**config.mk**
```make
export PLATFORM = sky130hd
export DESIGN_NAME = audipus_core
export DESIGN_NICKNAME = d
export VERILOG_FILES = /design/src/audipus_pkg.sv /design/src/spi_reg_slave.sv /design/src/i2s_receiver.sv /design/src/gain_stage.sv /design/src/i2s_transmitter.sv /design/src/audipus_core.sv
export VERILOG_INCLUDE_DIRS = /design/src
export SDC_FILE = /design/constraint.sdc
export NUM_CORES = 1
export LEC_CHECK = 0
export ABC_AREA = 0
export ABC_CLOCK_PERIOD_IN_PS = 11100
export BUFFER_PORTS_ARGS = -buffer_cell sky130_fd_sc_hd__buf_2
export CORE_MARGIN = 5
export CORE_UTILIZATION = 57
export CTS_CLUSTER_SIZE = 8
export DETAILED_ROUTE_END_ITERATION = 10
export PLACE_DENSITY = 0.83
export SLEW_MARGIN = 15
export SYNTH_ARGS = -nofsm -noshare
export SYNTH_HDL_FRONTEND = slang
export SYNTH_SLANG_ARGS = --single-unit
```
**constraint.sdc**
```tcl
create_clock -name clk -period 11.1 [get_ports clk]
set_clock_uncertainty 0.1 [all_clocks]
set_input_delay 2.22 -clock clk [delete_from_list [all_inputs] [get_ports clk]]
set_output_delay 2.22 -clock clk [all_outputs]
set_load 0.005 [all_outputs]
```
**src/audipus_defs.svh**
```systemverilog
`ifndef AUDIPUS_DEFS_SVH
`define AUDIPUS_DEFS_SVH

// pcm word width, one channel
`define AUDIPUS_SAMPLE_W 16

// gain word is unsigned, 2 integer bits over 14 fraction bits
`define AUDIPUS_GAIN_W 16
`define AUDIPUS_GAIN_FRAC 14
// unity gain
`define AUDIPUS_GAIN_RESET 16'h4000

// half period of dac bit clock, in clk cycles
`define AUDIPUS_BCLK_DIV 4

// host register map
`define AUDIPUS_ADDR_CONTROL 7'h00
`define AUDIPUS_ADDR_GAIN_L_LSB 7'h01
`define AUDIPUS_ADDR_GAIN_L_MSB 7'h02
`define AUDIPUS_ADDR_GAIN_R_LSB 7'h03
`define AUDIPUS_ADDR_GAIN_R_MSB 7'h04
`define AUDIPUS_ADDR_STATUS 7'h05

`endif

```
**src/audipus_pkg.sv**
```systemverilog
`include "audipus_defs.svh"

package audipus_pkg;

    //////////////////////////////////////////////////////////////////////
    // data words

    // one signed pcm sample
    typedef logic signed [`AUDIPUS_SAMPLE_W-1:0] pcm_sample_t;
    // one channel gain, unsigned fixed point
    typedef logic [`AUDIPUS_GAIN_W-1:0] gain_t;
    // host register value and address
    typedef logic [7:0] reg_byte_t;
    typedef logic [6:0] reg_addr_t;

    //////////////////////////////////////////////////////////////////////
    // state machines

    // spi slave, deselected / command byte / data byte
    typedef enum logic [1:0] {
        SPI_IDLE,
        SPI_ADDR,
        SPI_DATA
    } spi_state_t;

    // dac output, parked or framing
    typedef enum logic {
        TX_OFF,
        TX_RUN
    } tx_state_t;

endpackage

```
**src/spi_reg_slave.sv**
```systemverilog
`include "audipus_defs.svh"

module spi_reg_slave
    import audipus_pkg::*;
(
    input  logic  clk,
    input  logic  rst,
    input  logic  spi_cs_n,
    input  logic  spi_clk,
    input  logic  spi_mosi,
    output logic  spi_miso,
    input  logic  rx_valid,
    input  logic  clip_pulse,
    output logic  control_enable,
    output logic  control_mute,
    output gain_t gain_left,
    output gain_t gain_right
);

    localparam gain_t GAIN_RST = `AUDIPUS_GAIN_RESET;

    // pin synchronizers, extra stage on spi_clk for edges
    logic [1:0] cs_sync;
    logic [2:0] sclk_sync;
    logic [1:0] mosi_sync;
    logic       cs_n_s;
    logic       mosi_s;
    logic       sclk_rise;
    logic       sclk_fall;

    spi_state_t state;
    // counts rising edges of the whole 16-bit transaction
    logic [4:0] bit_cnt;
    logic       rd_flag;
    reg_addr_t  addr;
    reg_byte_t  data_shift;
    reg_byte_t  miso_shift;
    reg_byte_t  rd_byte;
    logic       wr_stb;
    logic       data_edge;

    reg_byte_t  control_reg;
    reg_byte_t  gain_l_lsb;
    reg_byte_t  gain_r_lsb;
    logic       status_sample;
    logic       status_clip;
    logic [1:0] status_clr;

    always_ff @(posedge clk) begin
        if (rst) begin
            cs_sync   <= 2'b11;
            sclk_sync <= '0;
            mosi_sync <= '0;
        end else begin
            cs_sync   <= {cs_sync[0], spi_cs_n};
            sclk_sync <= {sclk_sync[1:0], spi_clk};
            mosi_sync <= {mosi_sync[0], spi_mosi};
        end
    end

    assign cs_n_s    = cs_sync[1];
    assign mosi_s    = mosi_sync[1];
    assign sclk_rise = sclk_sync[1] & ~sclk_sync[2];
    assign sclk_fall = ~sclk_sync[1] & sclk_sync[2];
    // data byte still open, bits past the 16th are ignored
    assign data_edge = (state == SPI_DATA) && !bit_cnt[4];

    //////////////////////////////////////////////////////////////////////
    // transaction fsm

    always_ff @(posedge clk) begin
        if (rst) begin
            state   <= SPI_IDLE;
            bit_cnt <= '0;
            wr_stb  <= 1'b0;
        end else begin
            wr_stb <= 1'b0;
            if (cs_n_s) begin
                state   <= SPI_IDLE;
                bit_cnt <= '0;
            end else begin
                case (state)
                    SPI_IDLE: state <= SPI_ADDR;
                    SPI_ADDR: begin
                        if (sclk_rise) begin
                            bit_cnt <= bit_cnt + 5'd1;
                            if (bit_cnt == 5'd7) begin
                                state <= SPI_DATA;
                            end
                        end
                    end
                    default: begin
                        if (sclk_rise && data_edge) begin
                            bit_cnt <= bit_cnt + 5'd1;
                            // 16th edge, write lands next cycle
                            if (bit_cnt == 5'd15) begin
                                wr_stb <= ~rd_flag;
                            end
                        end
                    end
                endcase
            end
        end
    end

    // command bit ends up in rd_flag after eight shifts
    always_ff @(posedge clk) begin
        if (sclk_rise && state == SPI_ADDR) begin
            {rd_flag, addr} <= {addr, mosi_s};
        end
        if (sclk_rise && data_edge) begin
            data_shift <= {data_shift[6:0], mosi_s};
        end
    end

    //////////////////////////////////////////////////////////////////////
    // readback on miso, changes on falling edges

    always_comb begin
        case (addr)
            `AUDIPUS_ADDR_CONTROL:    rd_byte = control_reg;
            `AUDIPUS_ADDR_GAIN_L_LSB: rd_byte = gain_l_lsb;
            `AUDIPUS_ADDR_GAIN_L_MSB: rd_byte = gain_left[15:8];
            `AUDIPUS_ADDR_GAIN_R_LSB: rd_byte = gain_r_lsb;
            `AUDIPUS_ADDR_GAIN_R_MSB: rd_byte = gain_right[15:8];
            `AUDIPUS_ADDR_STATUS:     rd_byte = {6'b0, status_clip, status_sample};
            default:                  rd_byte = '0;
        endcase
    end

    always_ff @(posedge clk) begin
        if (rst || cs_n_s) begin
            spi_miso <= 1'b0;
        end else if (sclk_fall && data_edge) begin
            // first fall after the command byte puts out the msb
            spi_miso <= (bit_cnt == 5'd8) ? rd_byte[7] : miso_shift[7];
        end
    end

    always_ff @(posedge clk) begin
        if (sclk_fall && data_edge) begin
            miso_shift <= (bit_cnt == 5'd8) ? {rd_byte[6:0], 1'b0} : {miso_shift[6:0], 1'b0};
        end
    end

    //////////////////////////////////////////////////////////////////////
    // register file

    always_ff @(posedge clk) begin
        if (rst) begin
            control_reg <= '0;
            gain_l_lsb  <= GAIN_RST[7:0];
            gain_r_lsb  <= GAIN_RST[7:0];
            gain_left   <= GAIN_RST;
            gain_right  <= GAIN_RST;
        end else if (wr_stb) begin
            case (addr)
                `AUDIPUS_ADDR_CONTROL:    control_reg <= data_shift;
                // lsb staged, gain swaps in on the msb write
                `AUDIPUS_ADDR_GAIN_L_LSB: gain_l_lsb <= data_shift;
                `AUDIPUS_ADDR_GAIN_L_MSB: gain_left <= {data_shift, gain_l_lsb};
                `AUDIPUS_ADDR_GAIN_R_LSB: gain_r_lsb <= data_shift;
                `AUDIPUS_ADDR_GAIN_R_MSB: gain_right <= {data_shift, gain_r_lsb};
                default: ;
            endcase
        end
    end

    assign control_enable = control_reg[0];
    assign control_mute   = control_reg[1];

    // sticky flags, write 1 clears, a new event wins
    assign status_clr = (wr_stb && addr == `AUDIPUS_ADDR_STATUS) ? data_shift[1:0] : 2'b00;

    always_ff @(posedge clk) begin
        if (rst) begin
            status_sample <= 1'b0;
            status_clip   <= 1'b0;
        end else begin
            status_sample <= rx_valid | (status_sample & ~status_clr[0]);
            status_clip   <= clip_pulse | (status_clip & ~status_clr[1]);
        end
    end

    wr_in_data: assert property (@(posedge clk) disable iff (rst)
        wr_stb |-> $past(state) == SPI_DATA);

    // fsm idle means deselected, miso must be parked low
    miso_parked: assert property (@(posedge clk) disable iff (rst)
        state == SPI_IDLE |-> !spi_miso);

endmodule

```
**src/i2s_receiver.sv**
```systemverilog
`include "audipus_defs.svh"

module i2s_receiver
    import audipus_pkg::*;
(
    input  logic        clk,
    input  logic        rst,
    input  logic        i2s_bclk,
    input  logic        i2s_lrclk,
    input  logic        i2s_d,
    output logic        rx_valid,
    output logic        rx_right,
    output pcm_sample_t rx_sample
);

    // two-flop synchronizers, third bclk flop for edge detect
    logic [2:0]  bclk_sync;
    logic [1:0]  lrclk_sync;
    logic [1:0]  d_sync;
    logic        bclk_rise;
    logic        lr_s;
    logic        lr_prev;
    logic        lr_change;
    // bits taken in this channel, parked at SAMPLE_W
    logic [4:0]  bit_cnt;
    logic        channel;
    pcm_sample_t shift;

    always_ff @(posedge clk) begin
        if (rst) begin
            bclk_sync  <= '0;
            lrclk_sync <= '0;
            d_sync     <= '0;
        end else begin
            bclk_sync  <= {bclk_sync[1:0], i2s_bclk};
            lrclk_sync <= {lrclk_sync[0], i2s_lrclk};
            d_sync     <= {d_sync[0], i2s_d};
        end
    end

    assign bclk_rise = bclk_sync[1] & ~bclk_sync[2];
    assign lr_s      = lrclk_sync[1];
    // word clock as seen on the previous bit
    assign lr_change = lr_s != lr_prev;

    //////////////////////////////////////////////////////////////////////
    // bit counter and channel tracking

    always_ff @(posedge clk) begin
        if (rst) begin
            lr_prev  <= 1'b0;
            bit_cnt  <= 5'(`AUDIPUS_SAMPLE_W);
            channel  <= 1'b0;
            rx_valid <= 1'b0;
        end else begin
            rx_valid <= 1'b0;
            if (bclk_rise) begin
                lr_prev <= lr_s;
                if (lr_change) begin
                    // this bit still belongs to the old word
                    // msb comes on the next edge
                    bit_cnt <= '0;
                    channel <= lr_s;
                end else if (bit_cnt < 5'(`AUDIPUS_SAMPLE_W)) begin
                    bit_cnt <= bit_cnt + 5'd1;
                    if (bit_cnt == 5'(`AUDIPUS_SAMPLE_W - 1)) begin
                        rx_valid <= 1'b1;
                    end
                end
            end
        end
    end

    // msb first, extra bits past the word are dropped
    always_ff @(posedge clk) begin
        if (bclk_rise && !lr_change && bit_cnt < 5'(`AUDIPUS_SAMPLE_W)) begin
            shift <= {shift[`AUDIPUS_SAMPLE_W-2:0], d_sync[1]};
        end
    end

    assign rx_sample = shift;
    assign rx_right  = channel;

    valid_single: assert property (@(posedge clk) disable iff (rst)
        rx_valid |=> !rx_valid);

endmodule

```
**src/gain_stage.sv**
```systemverilog
`include "audipus_defs.svh"

module gain_stage
    import audipus_pkg::*;
(
    input  logic        clk,
    input  logic        rst,
    input  logic        rx_valid,
    input  logic        rx_right,
    input  pcm_sample_t rx_sample,
    input  gain_t       gain_left,
    input  gain_t       gain_right,
    input  logic        control_mute,
    output logic        gain_valid,
    output logic        gain_right_out,
    output logic        clip_pulse,
    output pcm_sample_t gain_sample
);

    // signed sample times gain with a zero sign bit
    localparam int PROD_W   = `AUDIPUS_SAMPLE_W + `AUDIPUS_GAIN_W + 1;
    localparam int SCALED_W = PROD_W - `AUDIPUS_GAIN_FRAC;

    localparam pcm_sample_t PCM_MAX = {1'b0, {(`AUDIPUS_SAMPLE_W-1){1'b1}}};
    localparam pcm_sample_t PCM_MIN = {1'b1, {(`AUDIPUS_SAMPLE_W-1){1'b0}}};
    localparam logic signed [SCALED_W-1:0] SAT_MAX = PCM_MAX;
    localparam logic signed [SCALED_W-1:0] SAT_MIN = PCM_MIN;

    gain_t                      sel_gain;
    logic                       s1_valid;
    logic                       s1_right;
    logic signed [PROD_W-1:0]   s1_prod;
    logic signed [SCALED_W-1:0] scaled;
    logic                       over;
    logic                       under;

    //////////////////////////////////////////////////////////////////////
    // stage 1, channel gain and product

    assign sel_gain = rx_right ? gain_right : gain_left;

    always_ff @(posedge clk) begin
        if (rst) begin
            s1_valid <= 1'b0;
        end else begin
            s1_valid <= rx_valid;
        end
    end

    always_ff @(posedge clk) begin
        s1_right <= rx_right;
        s1_prod  <= rx_sample * $signed({1'b0, sel_gain});
    end

    //////////////////////////////////////////////////////////////////////
    // stage 2, scale down, saturate, mute

    // dropping fraction bits of a two's complement value floors it
    assign scaled = s1_prod[PROD_W-1:`AUDIPUS_GAIN_FRAC];
    assign over   = scaled > SAT_MAX;
    assign under  = scaled < SAT_MIN;

    always_ff @(posedge clk) begin
        if (rst) begin
            gain_valid <= 1'b0;
            clip_pulse <= 1'b0;
        end else begin
            gain_valid <= s1_valid;
            // muted samples never count as clipped
            clip_pulse <= s1_valid && !control_mute && (over || under);
        end
    end

    always_ff @(posedge clk) begin
        gain_right_out <= s1_right;
        if (control_mute) begin
            gain_sample <= '0;
        end else if (over) begin
            gain_sample <= PCM_MAX;
        end else if (under) begin
            gain_sample <= PCM_MIN;
        end else begin
            gain_sample <= scaled[`AUDIPUS_SAMPLE_W-1:0];
        end
    end

    two_cycle_latency: assert property (@(posedge clk) disable iff (rst)
        gain_valid == $past(rx_valid, 2));

endmodule

```
**src/i2s_transmitter.sv**
```systemverilog
`include "audipus_defs.svh"

module i2s_transmitter
    import audipus_pkg::*;
(
    input  logic        clk,
    input  logic        rst,
    input  logic        control_enable,
    input  logic        gain_valid,
    input  logic        gain_right,
    input  pcm_sample_t gain_sample,
    output logic        dac_rst,
    output logic        dac_bclk,
    output logic        dac_lrclk,
    output logic        dac_data
);

    localparam int DIV_W   = $clog2(`AUDIPUS_BCLK_DIV + 1);
    localparam int FRAME_W = 2 * `AUDIPUS_SAMPLE_W;
    localparam int SLOT_W  = $clog2(FRAME_W);

    tx_state_t           state;
    logic [DIV_W-1:0]    div_cnt;
    logic                div_wrap;
    logic                bclk_fall;
    // bit slot inside the frame, msb selects the channel
    logic [SLOT_W-1:0]   slot;
    logic [SLOT_W-1:0]   slot_next;
    pcm_sample_t         left_hold;
    pcm_sample_t         right_hold;
    logic [FRAME_W-1:0]  frame_shift;

    // latest sample of each channel
    always_ff @(posedge clk) begin
        if (rst) begin
            left_hold  <= '0;
            right_hold <= '0;
        end else if (gain_valid) begin
            if (gain_right) begin
                right_hold <= gain_sample;
            end else begin
                left_hold <= gain_sample;
            end
        end
    end

    assign div_wrap  = div_cnt == DIV_W'(`AUDIPUS_BCLK_DIV - 1);
    assign bclk_fall = div_wrap && dac_bclk;
    assign slot_next = slot + 1'b1;

    //////////////////////////////////////////////////////////////////////
    // clock divider and framing fsm

    always_ff @(posedge clk) begin
        if (rst) begin
            state     <= TX_OFF;
            dac_rst   <= 1'b1;
            dac_bclk  <= 1'b0;
            dac_lrclk <= 1'b0;
            dac_data  <= 1'b0;
            div_cnt   <= '0;
            slot      <= '0;
        end else if (state == TX_OFF || !control_enable) begin
            // parked, frame restarts at slot 0 on enable
            dac_rst   <= !control_enable;
            dac_bclk  <= 1'b0;
            dac_lrclk <= 1'b0;
            dac_data  <= 1'b0;
            div_cnt   <= '0;
            slot      <= '0;
            state     <= control_enable ? TX_RUN : TX_OFF;
        end else if (div_wrap) begin
            div_cnt  <= '0;
            dac_bclk <= ~dac_bclk;
            if (dac_bclk) begin
                // data trails the word clock by one bit
                slot      <= slot_next;
                dac_lrclk <= slot_next[SLOT_W-1];
                dac_data  <= frame_shift[FRAME_W-1];
            end
        end else begin
            div_cnt <= div_cnt + 1'b1;
        end
    end

    // pair is loaded at frame start, left word in the upper half
    always_ff @(posedge clk) begin
        if (state == TX_OFF) begin
            frame_shift <= {left_hold, right_hold};
        end else if (bclk_fall) begin
            if (slot_next == '0) begin
                frame_shift <= {left_hold, right_hold};
            end else begin
                frame_shift <= frame_shift << 1;
            end
        end
    end

    dac_parked: assert property (@(posedge clk) disable iff (rst)
        !control_enable |=> (state == TX_OFF && dac_rst && !dac_bclk && !dac_lrclk));

endmodule

```
**src/audipus_core.sv**
```systemverilog
module audipus_core
    import audipus_pkg::*;
(
    input  logic clk,
    input  logic rst,
    input  logic spi_cs_n,
    input  logic spi_clk,
    input  logic spi_mosi,
    input  logic i2s_bclk,
    input  logic i2s_lrclk,
    input  logic i2s_d,
    output logic spi_miso,
    output logic dac_rst,
    output logic dac_bclk,
    output logic dac_lrclk,
    output logic dac_data
);

    // host controls
    logic        control_enable;
    logic        control_mute;
    gain_t       gain_left;
    gain_t       gain_right;
    // receiver to gain stage
    logic        rx_valid;
    logic        rx_right;
    pcm_sample_t rx_sample;
    // gain stage to transmitter
    logic        gain_valid;
    logic        out_right;
    logic        clip_pulse;
    pcm_sample_t gain_sample;

    //////////////////////////////////////////////////////////////////////
    // host side

    spi_reg_slave spi_reg_slave0 (
        .clk            (clk),
        .rst            (rst),
        .spi_cs_n       (spi_cs_n),
        .spi_clk        (spi_clk),
        .spi_mosi       (spi_mosi),
        .spi_miso       (spi_miso),
        .rx_valid       (rx_valid),
        .clip_pulse     (clip_pulse),
        .control_enable (control_enable),
        .control_mute   (control_mute),
        .gain_left      (gain_left),
        .gain_right     (gain_right)
    );

    //////////////////////////////////////////////////////////////////////
    // audio path, i2s in, gain, i2s out to dac

    i2s_receiver i2s_receiver0 (
        .clk       (clk),
        .rst       (rst),
        .i2s_bclk  (i2s_bclk),
        .i2s_lrclk (i2s_lrclk),
        .i2s_d     (i2s_d),
        .rx_valid  (rx_valid),
        .rx_right  (rx_right),
        .rx_sample (rx_sample)
    );

    gain_stage gain_stage0 (
        .clk            (clk),
        .rst            (rst),
        .rx_valid       (rx_valid),
        .rx_right       (rx_right),
        .rx_sample      (rx_sample),
        .gain_left      (gain_left),
        .gain_right     (gain_right),
        .control_mute   (control_mute),
        .gain_valid     (gain_valid),
        .gain_right_out (out_right),
        .clip_pulse     (clip_pulse),
        .gain_sample    (gain_sample)
    );

    i2s_transmitter i2s_transmitter0 (
        .clk            (clk),
        .rst            (rst),
        .control_enable (control_enable),
        .gain_valid     (gain_valid),
        .gain_right     (out_right),
        .gain_sample    (gain_sample),
        .dac_rst        (dac_rst),
        .dac_bclk       (dac_bclk),
        .dac_lrclk      (dac_lrclk),
        .dac_data       (dac_data)
    );

endmodule

```
==> metrics, run 1 <==
final setup vio count=0; fmax=138 MHz; global route total overflow=0; first-pass GRT wire length=65700 um; register area share after synthesis=0.318; PortBufs=12; All-Layer GR Usage=0.235; post-cts sizing count=0; Worst-Margin Slew=1160 ps; post-route cell area=18900 um2; Crit Path Category=reg2reg; chip width=186 um; multi-input logic area=10700 um2; vias in the first global route=13300; Mean Syn Cell Area=9.64 um2; Clock Latency Late Sink=520 ps; final hold violations=0; non-filler cells, final=2216; Syn Nets=2151; drt first pass iters=5; final critical-path share of the clock period=0.652; row cnt=64; placed insts=2158; Clk pin slew, worst setup/hold paths=50 ps; synth cell count leaders=nand2_1, inv_1, fa_1; CP Capture Type=flop; Slew headroom=0.225; boundary pin count=13; Cell Area, Synth=17600 um2; Final #Nets=2129; initial antenna violation count=1; die footprint=34400 um2; Placer Congestion=0.910; DR iter-0 viols=848; most instantiated library cell after synthesis=nand2_1; Top reg by flops=i2s_transmitter0.frame_shift; Yosys top cell by area=fa_1; Synth Area in XOR/XNOR=0.0145; main combinational cell family by area after synthesis=adder cells; Routed WL per cell=17.4 um; placed cell area=17900 um2; Post-Route WL=38500 um; Simple-Gate Fraction of Synth Area=0.163; crit-path cells=mux2_2 -> and2_1 -> fa_1 -> inv_1 -> fa_1 -> fa_1 -> fa_1 -> inv_1 -> fa_1 -> inv_1 -> fa_1 -> inv_1 -> ha_1 -> nand2_1 -> nor2_1 -> nand4_1 -> o31ai_2 -> a21oi_2 -> or4b_1 -> nand3_1; residual DRC count=0; Initial Util=0.576; Peak VDD IR=0.0955 mV; Reg2Reg Setup Slack=3860 ps; top cell type's share of synthesized area=0.220; post-detail-place hpwl=28200 um; register area=5600 um2; Synth Area in Compound Gates=0.0733; min-delay src=spi_reg_slave0.cs_sync[0]; Distinct cells, synth=62; utilization after layout=0.619; Setup Total Neg Slack=0 ps; max incr delay on CP=820 ps; post-synthesis adder-cell area fraction=0.311; DR vias/cell=5.67; ant diodes=0; Die H=186 um; Layout area overhead=7.51%; Crit Path Max Fanout=19; path depth of the worst reg2reg path=20; CTS Root Cell=clkbuf_16; Core Box Area=30500 um2; Power Dens Cells=102 nW/um2; post-CTS setup buffer count=0; clock sinks=244; # hold bufs at CTS=0; status=completed; Worst EP arrival=7580 ps; max reg flops=32; TritonCTS clock tree=built; Final Max Tran Viols=0; R2R Path End=gain_stage0.s1_prod[22]; Yosys reg bits=244; slowest cell on the critical path=dfxtp_1; Buf+Inv Stages, Crit Path=4; Cells after Synth=1822; max_cap viols=0; worst hold path type=reg2reg; Crit path top cell by count=fa_1; Hold EP=spi_reg_slave0.cs_sync[1]; Post-synth EDFFs=71; YS warnings=0; Crit path depth=20; RSZ-0062 raised after global routing=false; post-route minimum period=7240 ps; largest net degree at the start of global routing=96; layout cells sized above 1=0.0703; fillcell total=2352; static leakage=8.43 nW; largest registers in the final layout=i2s_transmitter0.frame_shift (32), gain_stage0.s1_prod (19); Post-synth top flop=dfxtp_1; mux contribution to synthesized area=0.0483; delay-heaviest family, CP=adder cells; antenna-violating nets left=0; WHS Path Cells=1; CP required=11440 ps; CTS buffer count=36; htree depth=2; largest cells by area after synthesis=fa_1, dfxtp_1, edfxtp_1; worst r2r src=i2s_receiver0.rx_right; startpoint types=flop; Synth async-reset ratio=0; routed vias=12600; Clock Path Buffers=3; total power=1.93 mW
==> where the power goes <==
group | total [mW] | switching (mW) | internal, mW
combinational | 0.0170 | 0.0104 | 0.00668
sequential | 0.923 | 0.00496 | 0.918
clock | 0.990 | 0.389 | 0.601
total | 1.93 | 0.404 | 1.53
==> placed cells by master (no fill, tap or decap), drive strengths merged, types with 16 or more instances in the layout <==
cell and count:
nand3 19, nor2 69, fa 193, xor2 16, and2 105, o21a 16
mux2i 30, mux2 48, nor2b 30, o21ai 27, dfxtp 173, edfxtp 71
buf 17, nand2 309, clkbuf 54, a21oi 117, ha 128, inv 258
==> through the flow <==
| step | hold slack [ps] | setup WS, ps |
|---|---|---|
| 4_1_cts | 308 | 3970 |
| 3_3_place_gp | 299 | 4090 |
| 5_1_grt | 314 | 3620 |
| 6_report | 309 | 3860 |
| 2_1_floorplan | 210 | 4470 |
| 3_5_place_dp | 296 | 4010 |
==> logic make-up after synthesis <==
group	Yosys count
mux	78
simple gates	602
flops	244
buf+inv	333
compound gates	215
fa+ha+maj	321
xor+xnor	29
==> cell type report <==
class / instances / area share
Clock buffer: 54 / 0.0513
Inverter: 256 / 0.0509
Multi-Input combinational cell: 1245 / 0.568
Clock inverter: 4 / 0.00265
Timing Repair Buffer: 17 / 0.00530
Sequential cell: 244 / 0.296
Tap cell: 396 / 0.0262
==> worst max path at each step <==
stage,end,slack [ps],start
finish,gain_stage0.s1_prod[22],3860,i2s_receiver0.rx_right
global route,gain_stage0.s1_prod[22],3620,i2s_receiver0.rx_right
CTS,gain_stage0.s1_prod[22],3970,i2s_receiver0.rx_right
detailed placement,gain_stage0.s1_prod[22],4010,i2s_receiver0.rx_right
global placement,gain_stage0.s1_prod[26],4090,i2s_receiver0.rx_right
floorplan,gain_stage0.s1_prod[26],4470,i2s_receiver0.rx_right
==> per-layer routing <==
metal | wire length, um | global-route usage | up-vias
met5 | 11 | 0 | -
met4 | 1410 | 0.0787 | 2
met3 | 3060 | 0.0526 | 115
met2 | 18000 | 0.382 | 477
met1 | 16000 | 0.314 | 6215
li1 | - | - | 5761
Note: power is estimated with default switching activity, not from simulation.
==> run 2, diff against run 1 <==
--- a/config.mk
+++ b/config.mk
@@ -7,7 +7,7 @@
 export NUM_CORES = 1
 export LEC_CHECK = 0
 export ABC_AREA = 0
-export ABC_CLOCK_PERIOD_IN_PS = 11100
+export ABC_CLOCK_PERIOD_IN_PS = 7300
 export BUFFER_PORTS_ARGS = -buffer_cell sky130_fd_sc_hd__buf_2
 export CORE_MARGIN = 5
 export CORE_UTILIZATION = 57
==> constraint.sdc (replaced) <==
create_clock -name clk -period 7.3 [get_ports clk]
set_clock_uncertainty 0.1 [all_clocks]
set_input_delay 1.46 -clock clk [delete_from_list [all_inputs] [get_ports clk]]
set_output_delay 1.46 -clock clk [all_outputs]
set_load 0.005 [all_outputs]
==> metrics, run 2 (synthesis results as in run 1) <==
fmax=145 MHz (was 138 MHz); commonest non-fill, non-tap cell in the layout=nand2_1 (unchanged); static leakage=8.47 nW (was 8.43 nW); startpoint types=flop (unchanged); Initial Util=0.576 (unchanged); internal power=2.34 mW (was 1.53 mW); worst hold path type=reg2reg (unchanged); antenna-violating nets left=0 (unchanged); Comb pwr share=0.009 (about the same); post-route minimum period=6890 ps (was 7240 ps); DR iter-0 viols=1106 (was 848); CP required=7640 ps (was 11440 ps); CTS buffer count=36 (unchanged); residual DRC count=1 (was 0); layout cells sized above 1=0.0734 (was 0.0703); global route total overflow=0 (unchanged); routed vias=12600 (about the same); Clock Path Buffers=3 (unchanged); clock network power share=0.515 (was 0.513); die footprint=34400 um2 (unchanged); largest registers in the final layout=i2s_transmitter0.frame_shift (32), gain_stage0.s1_prod (19) (unchanged); switch share=0.206 (was 0.209); drt first pass iters=9 (was 5); chip width=186 um (unchanged); status=complete, but fails checks (was completed); Crit Path Category=reg2reg (unchanged); first-pass GRT wire length=64800 um (was 65700 um); DR vias/cell=5.69 (was 5.67); register area=5600 um2 (about the same); failing checks=design-rule violations; Setup Total Neg Slack=0 ps (unchanged); largest net degree at the start of global routing=62 (was 96); non-filler cells, final=2222 (was 2216); Worst-Margin Slew=1130 ps (was 1160 ps); CTS Root Cell=clkbuf_16 (unchanged); TritonCTS clock tree=built (unchanged); final critical-path share of the clock period=0.944 (was 0.652); Power Dens Cells=156 nW/um2 (was 102 nW/um2); placed cell area=17900 um2 (about the same); vias in the first global route=13200 (was 13300); Placer Congestion=0.900 (was 0.910); All-Layer GR Usage=0.232 (was 0.235); Clk pin slew, worst setup/hold paths=50 ps (about the same); final hold violations=0 (unchanged); Layout area overhead=7.88% (was 7.51%); Routed WL per cell=17.3 um (was 17.4 um); CP Capture Type=flop (unchanged); final setup vio count=0 (unchanged); Clock Latency Late Sink=520 ps (about the same); RSZ-0062 raised after global routing=false (unchanged); max_cap viols=0 (unchanged); Crit Path Max Fanout=16 (was 19); post-cts sizing count=0 (unchanged); Core Box Area=30500 um2 (unchanged); Final Worst Setup Slack=406 ps (was 3860 ps); max reg flops=32 (unchanged); Final Max Tran Viols=0 (unchanged); Peak VDD IR=0.138 mV (was 0.0955 mV); ant diodes=0 (unchanged); DP Worst Slack=239 ps (was 4010 ps); post-detail-place hpwl=28500 um (was 28200 um); post-CTS setup buffer count=0 (unchanged); row cnt=64 (unchanged); Slew headroom=0.249 (was 0.225); Final #Nets=2134 (was 2129); # hold bufs at CTS=0 (unchanged); Post-Route WL=38400 um (was 38500 um); most frequent cells in the layout=nand2_1, inv_1, fa_1 (unchanged); Die H=186 um (unchanged); clock sinks=244 (unchanged); fillcell total=2339 (was 2352); htree depth=2 (unchanged); sw power=0.607 mW (was 0.404 mW); Reg power frac=0.475 (was 0.478); initial antenna violation count=0 (was 1); multi-input logic area=10700 um2 (about the same); post-route cell area=19000 um2 (was 18900 um2); Top reg by flops=i2s_transmitter0.frame_shift (unchanged); boundary pin count=13 (unchanged); PortBufs=12 (unchanged); Worst EP arrival=7230 ps (was 7580 ps); placed insts=2163 (was 2158)
run 2: worst paths after layout:
path	from	end	slack [ps]	depth (start not counted)
worst max register to register	i2s_receiver0.rx_right	gain_stage0.s1_prod[22]	410	21
worst min register to register	gain_stage0.s1_right	gain_stage0.gain_right_out	290	0
worst min-delay path	gain_stage0.s1_right	gain_stage0.gain_right_out	290	0
worst max-delay path	i2s_receiver0.rx_right	gain_stage0.s1_prod[22]	410	21
run 2: final cells by class:
type	instances	area share
Tap cell	396	0.0261
Multi-Input combinational cell	1245	0.566
Timing Repair Buffer	22	0.00726
Clock buffer	56	0.0526
Inverter	256	0.0507
Clock inverter	3	0.00238
Sequential cell	244	0.295
run 2: power by group through the flow:
stage,Combinational [mW],Clock (mW),Sequential (mW)
finish,0.0279,1.52,1.40
global route,0.0308,1.61,1.40
CTS,0.0281,1.54,1.40
detailed placement,0.0281,0,1.43
global placement,0.0276,0,1.43
floorplan,0.0240,0,1.42
run 2: per-layer routing:
layer  wire length [um]  GRT usage  up-vias
met5                  0          0        -
met2              18200      0.376      510
met3               3070     0.0442      109
met4               1420     0.0927        0
met1              15800      0.309     6244
li1                   -          -     5783
run 2: critical path, stage by stage (launching register included):
cell     delay [ps]
dfxtp_2         480
buf_4           240
mux2_2          510
and2_1          240
fa_1            540
inv_1            50
fa_1            470
fa_1            520
inv_1            60
fa_1            480
fa_1            490
inv_1            50
fa_1            470
inv_1            40
ha_1            360
nand2_1         110
nor2_1          180
nand4_1         140
o31ai_2         490
a21oi_2         180
or4b_1          530
nand3_1          80
run 2: metrics by stage:
step / power [mW] / utilization / hold slack (ps)
after global placement: 1.46 / 0.587 / 279
after detailed placement: 1.46 / 0.587 / 270
after floorplan: 1.45 / - / 210
after global routing: 3.04 / 0.621 / 287
after CTS: 2.97 / 0.621 / 283
final: 2.95 / 0.621 / 287
==> run 3, diff against run 2 <==
--- a/config.mk
+++ b/config.mk
@@ -14,6 +14,7 @@
 export CTS_CLUSTER_SIZE = 8
 export DETAILED_ROUTE_END_ITERATION = 10
 export PLACE_DENSITY = 0.83
+export SKIP_CTS_REPAIR_TIMING = 1
 export SLEW_MARGIN = 15
 export SYNTH_ARGS = -nofsm -noshare
 export SYNTH_HDL_FRONTEND = slang
==> constraint.sdc (replaced) <==
create_clock -name clk -period 7.3 [get_ports clk]
set_clock_uncertainty 0.1 [all_clocks]
set_input_delay 0 -clock clk [delete_from_list [all_inputs] [get_ports clk]]
set_output_delay 0 -clock clk [all_outputs]
set_load 0.005 [all_outputs]
==> metrics, run 3 (synthesis results as in run 1) <==
Worst-Margin Slew=1100 ps (was 1130 ps); Crit path top cell by count=fa_1 (unchanged); CP startpoint=i2s_receiver0.rx_right (unchanged); worst r2r src=i2s_receiver0.rx_right (unchanged); ant diodes=0 (unchanged); sw power=0.608 mW (was 0.607 mW); first-pass GRT wire length=65800 um (was 64800 um); final hold violations=0 (unchanged); layout cells sized above 1=0.0725 (was 0.0734); DR vias/cell=5.64 (was 5.69); Initial Util=0.576 (unchanged); post-detail-place hpwl=28400 um (was 28500 um); htree depth=2 (unchanged); Final Max Tran Viols=0 (unchanged); Setup Total Neg Slack=0 ps (unchanged); max incr delay on CP=540 ps (about the same); register area=5600 um2 (unchanged); vias in the first global route=13400 (was 13200); residual DRC count=0 (was 1); global route total overflow=0 (unchanged); largest net degree at the start of global routing=103 (was 62); Comb pwr share=0.011 (was 0.009); DR iter-0 viols=1085 (was 1106); utilization after layout=0.624 (was 0.621); post-route minimum period=7020 ps (was 6890 ps); Clk pin slew, worst setup/hold paths=50 ps (about the same); All-Layer GR Usage=0.234 (was 0.232); CTS Root Cell=clkbuf_16 (unchanged); Core Box Area=30500 um2 (unchanged); crit-path cells=buf_4 -> mux2_2 -> and2_1 -> fa_1 -> inv_1 -> fa_1 -> inv_1 -> fa_1 -> fa_1 -> fa_1 -> inv_1 -> fa_1 -> inv_1 -> ha_1 -> nand3_1 -> nor3_1 -> nand4_1 -> o221ai_1 -> o21ai_0 -> o21ai_0 -> xor2_1 (was buf_4 -> mux2_2 -> and2_1 -> fa_1 -> inv_1 -> fa_1 -> fa_1 -> inv_1 -> fa_1 -> fa_1 -> inv_1 -> fa_1 -> inv_1 -> ha_1 -> nand2_1 -> nor2_1 -> nand4_1 -> o31ai_2 -> a21oi_2 -> or4b_1 -> nand3_1); Worst EP arrival=7350 ps (was 7230 ps); worst hold path type=in2reg (was reg2reg); Buf+Inv Stages, Crit Path=5 (unchanged); Post-Route WL=38300 um (was 38400 um); Crit Path Category=reg2reg (unchanged); Slew headroom=0.266 (was 0.249); Crit Path Max Fanout=16 (unchanged); Layout area overhead=8.39% (was 7.88%); antenna-violating nets left=0 (unchanged); static leakage=8.51 nW (was 8.47 nW); max reg flops=32 (unchanged); Final #Nets=2144 (was 2134); internal power=2.34 mW (about the same); final setup vio count=0 (unchanged); Clock Path Buffers=3 (unchanged); multi-input logic area=10700 um2 (about the same); switch share=0.206 (about the same); Top reg by flops=i2s_transmitter0.frame_shift (unchanged); RSZ-0062 raised after global routing=false (unchanged); max_cap viols=0 (unchanged); fmax=142 MHz (was 145 MHz); status=completed (was complete, but fails checks); delay-heaviest family, CP=adder cells (unchanged); Die H=186 um (unchanged); routed vias=12600 (about the same); Routed WL per cell=17.2 um (was 17.3 um); TritonCTS clock tree=built (unchanged); die footprint=34400 um2 (unchanged); Reg power frac=0.475 (about the same); CTS buffer count=36 (unchanged); Power Dens Cells=155 nW/um2 (was 156 nW/um2); commonest non-fill, non-tap cell in the layout=nand2_1 (unchanged); Clock Latency Late Sink=510 ps (was 520 ps); PortBufs=12 (unchanged); min-delay src=i2s_d (was gain_stage0.s1_right); drt first pass iters=6 (was 9); clock network power share=0.514 (was 0.515); most frequent cells in the layout=nand2_1, inv_1, fa_1 (unchanged); slowest cell on the critical path=fa_1 (unchanged); Peak VDD IR=0.137 mV (was 0.138 mV); clock sinks=244 (unchanged); chip width=186 um (unchanged); boundary pin count=13 (unchanged); CP required=7630 ps (was 7640 ps); row cnt=64 (unchanged); fillcell total=2359 (was 2339); CP Capture Type=flop (unchanged); startpoint types=flop (unchanged); largest registers in the final layout=i2s_transmitter0.frame_shift (32), gain_stage0.s1_prod (19) (unchanged); Placer Congestion=0.899 (was 0.900); final critical-path share of the clock period=0.962 (was 0.944); initial antenna violation count=0 (unchanged)
-- run 3: worst paths after layout --
check,endpoint,slack (ps),depth (start not counted)
setup / recovery,gain_stage0.s1_prod[31],280,21
hold / removal,i2s_receiver0.d_sync[0],180,3
setup reg to reg,gain_stage0.s1_prod[31],280,21
hold reg to reg,gain_stage0.gain_right_out,290,0
-- run 3: power groups by stage --
stage | sequential [mW] | clock [mW] | combinational (mW)
2_1_floorplan | 1.42 | 0 | 0.0240
3_3_place_gp | 1.43 | 0 | 0.0274
3_5_place_dp | 1.43 | 0 | 0.0280
4_1_cts | 1.40 | 1.55 | 0.0281
5_1_grt | 1.40 | 1.61 | 0.0358
6_report | 1.40 | 1.52 | 0.0325
-- run 3: per-layer routing --
layer,vias to the layer above,share of wire,global-route usage
met4,0,0.035,0.0889
met5,-,0,0
met3,98,0.077,0.0467
li1,5793,-,-
met1,6215,0.42,0.314
met2,478,0.47,0.380
-- run 3: per-stage QoR --
step / hold WS (ps) / worst slack [ps] / total power [mW] / instance area (um2) / cells
final: 179 / 277 / 2.95 / 19000 / 2231
after global routing: 207 / 3.95 / 3.05 / 19000 / 2231
after CTS: -441 / 182 / 2.98 / 18900 / 2221
after floorplan: 3.81 / 670 / 1.45 / 17600 / 1822
after detailed placement: 88.8 / 237 / 1.46 / 17900 / 2163
after global placement: 85.3 / 477 / 1.45 / 17900 / 2163
-- run 3: layout make-up --
type                       count  share of cell area
clock buffer                  55              0.0522
inverter                     256              0.0505
tap                          396              0.0260
clock inverter                 3             0.00236
multi-input combinational   1245               0.563
sequential                   244               0.294
timing repair buffer          32              0.0125
-- run 3: worst register-to-register path, delay by kind of cell (launching register included) --
| family | cells | cell delay [ps] |
|---|---|---|
| AND/OR/NAND/NOR | 4 | 1000 |
| adder cells (fa/ha/maj) | 7 | 3360 |
| multiplexers | 1 | 500 |
| buffers and inverters | 5 | 430 |
| XOR/XNOR | 1 | 160 |
| flip-flops | 1 | 470 |
| AO/OA/AOI/OAI | 3 | 910 |
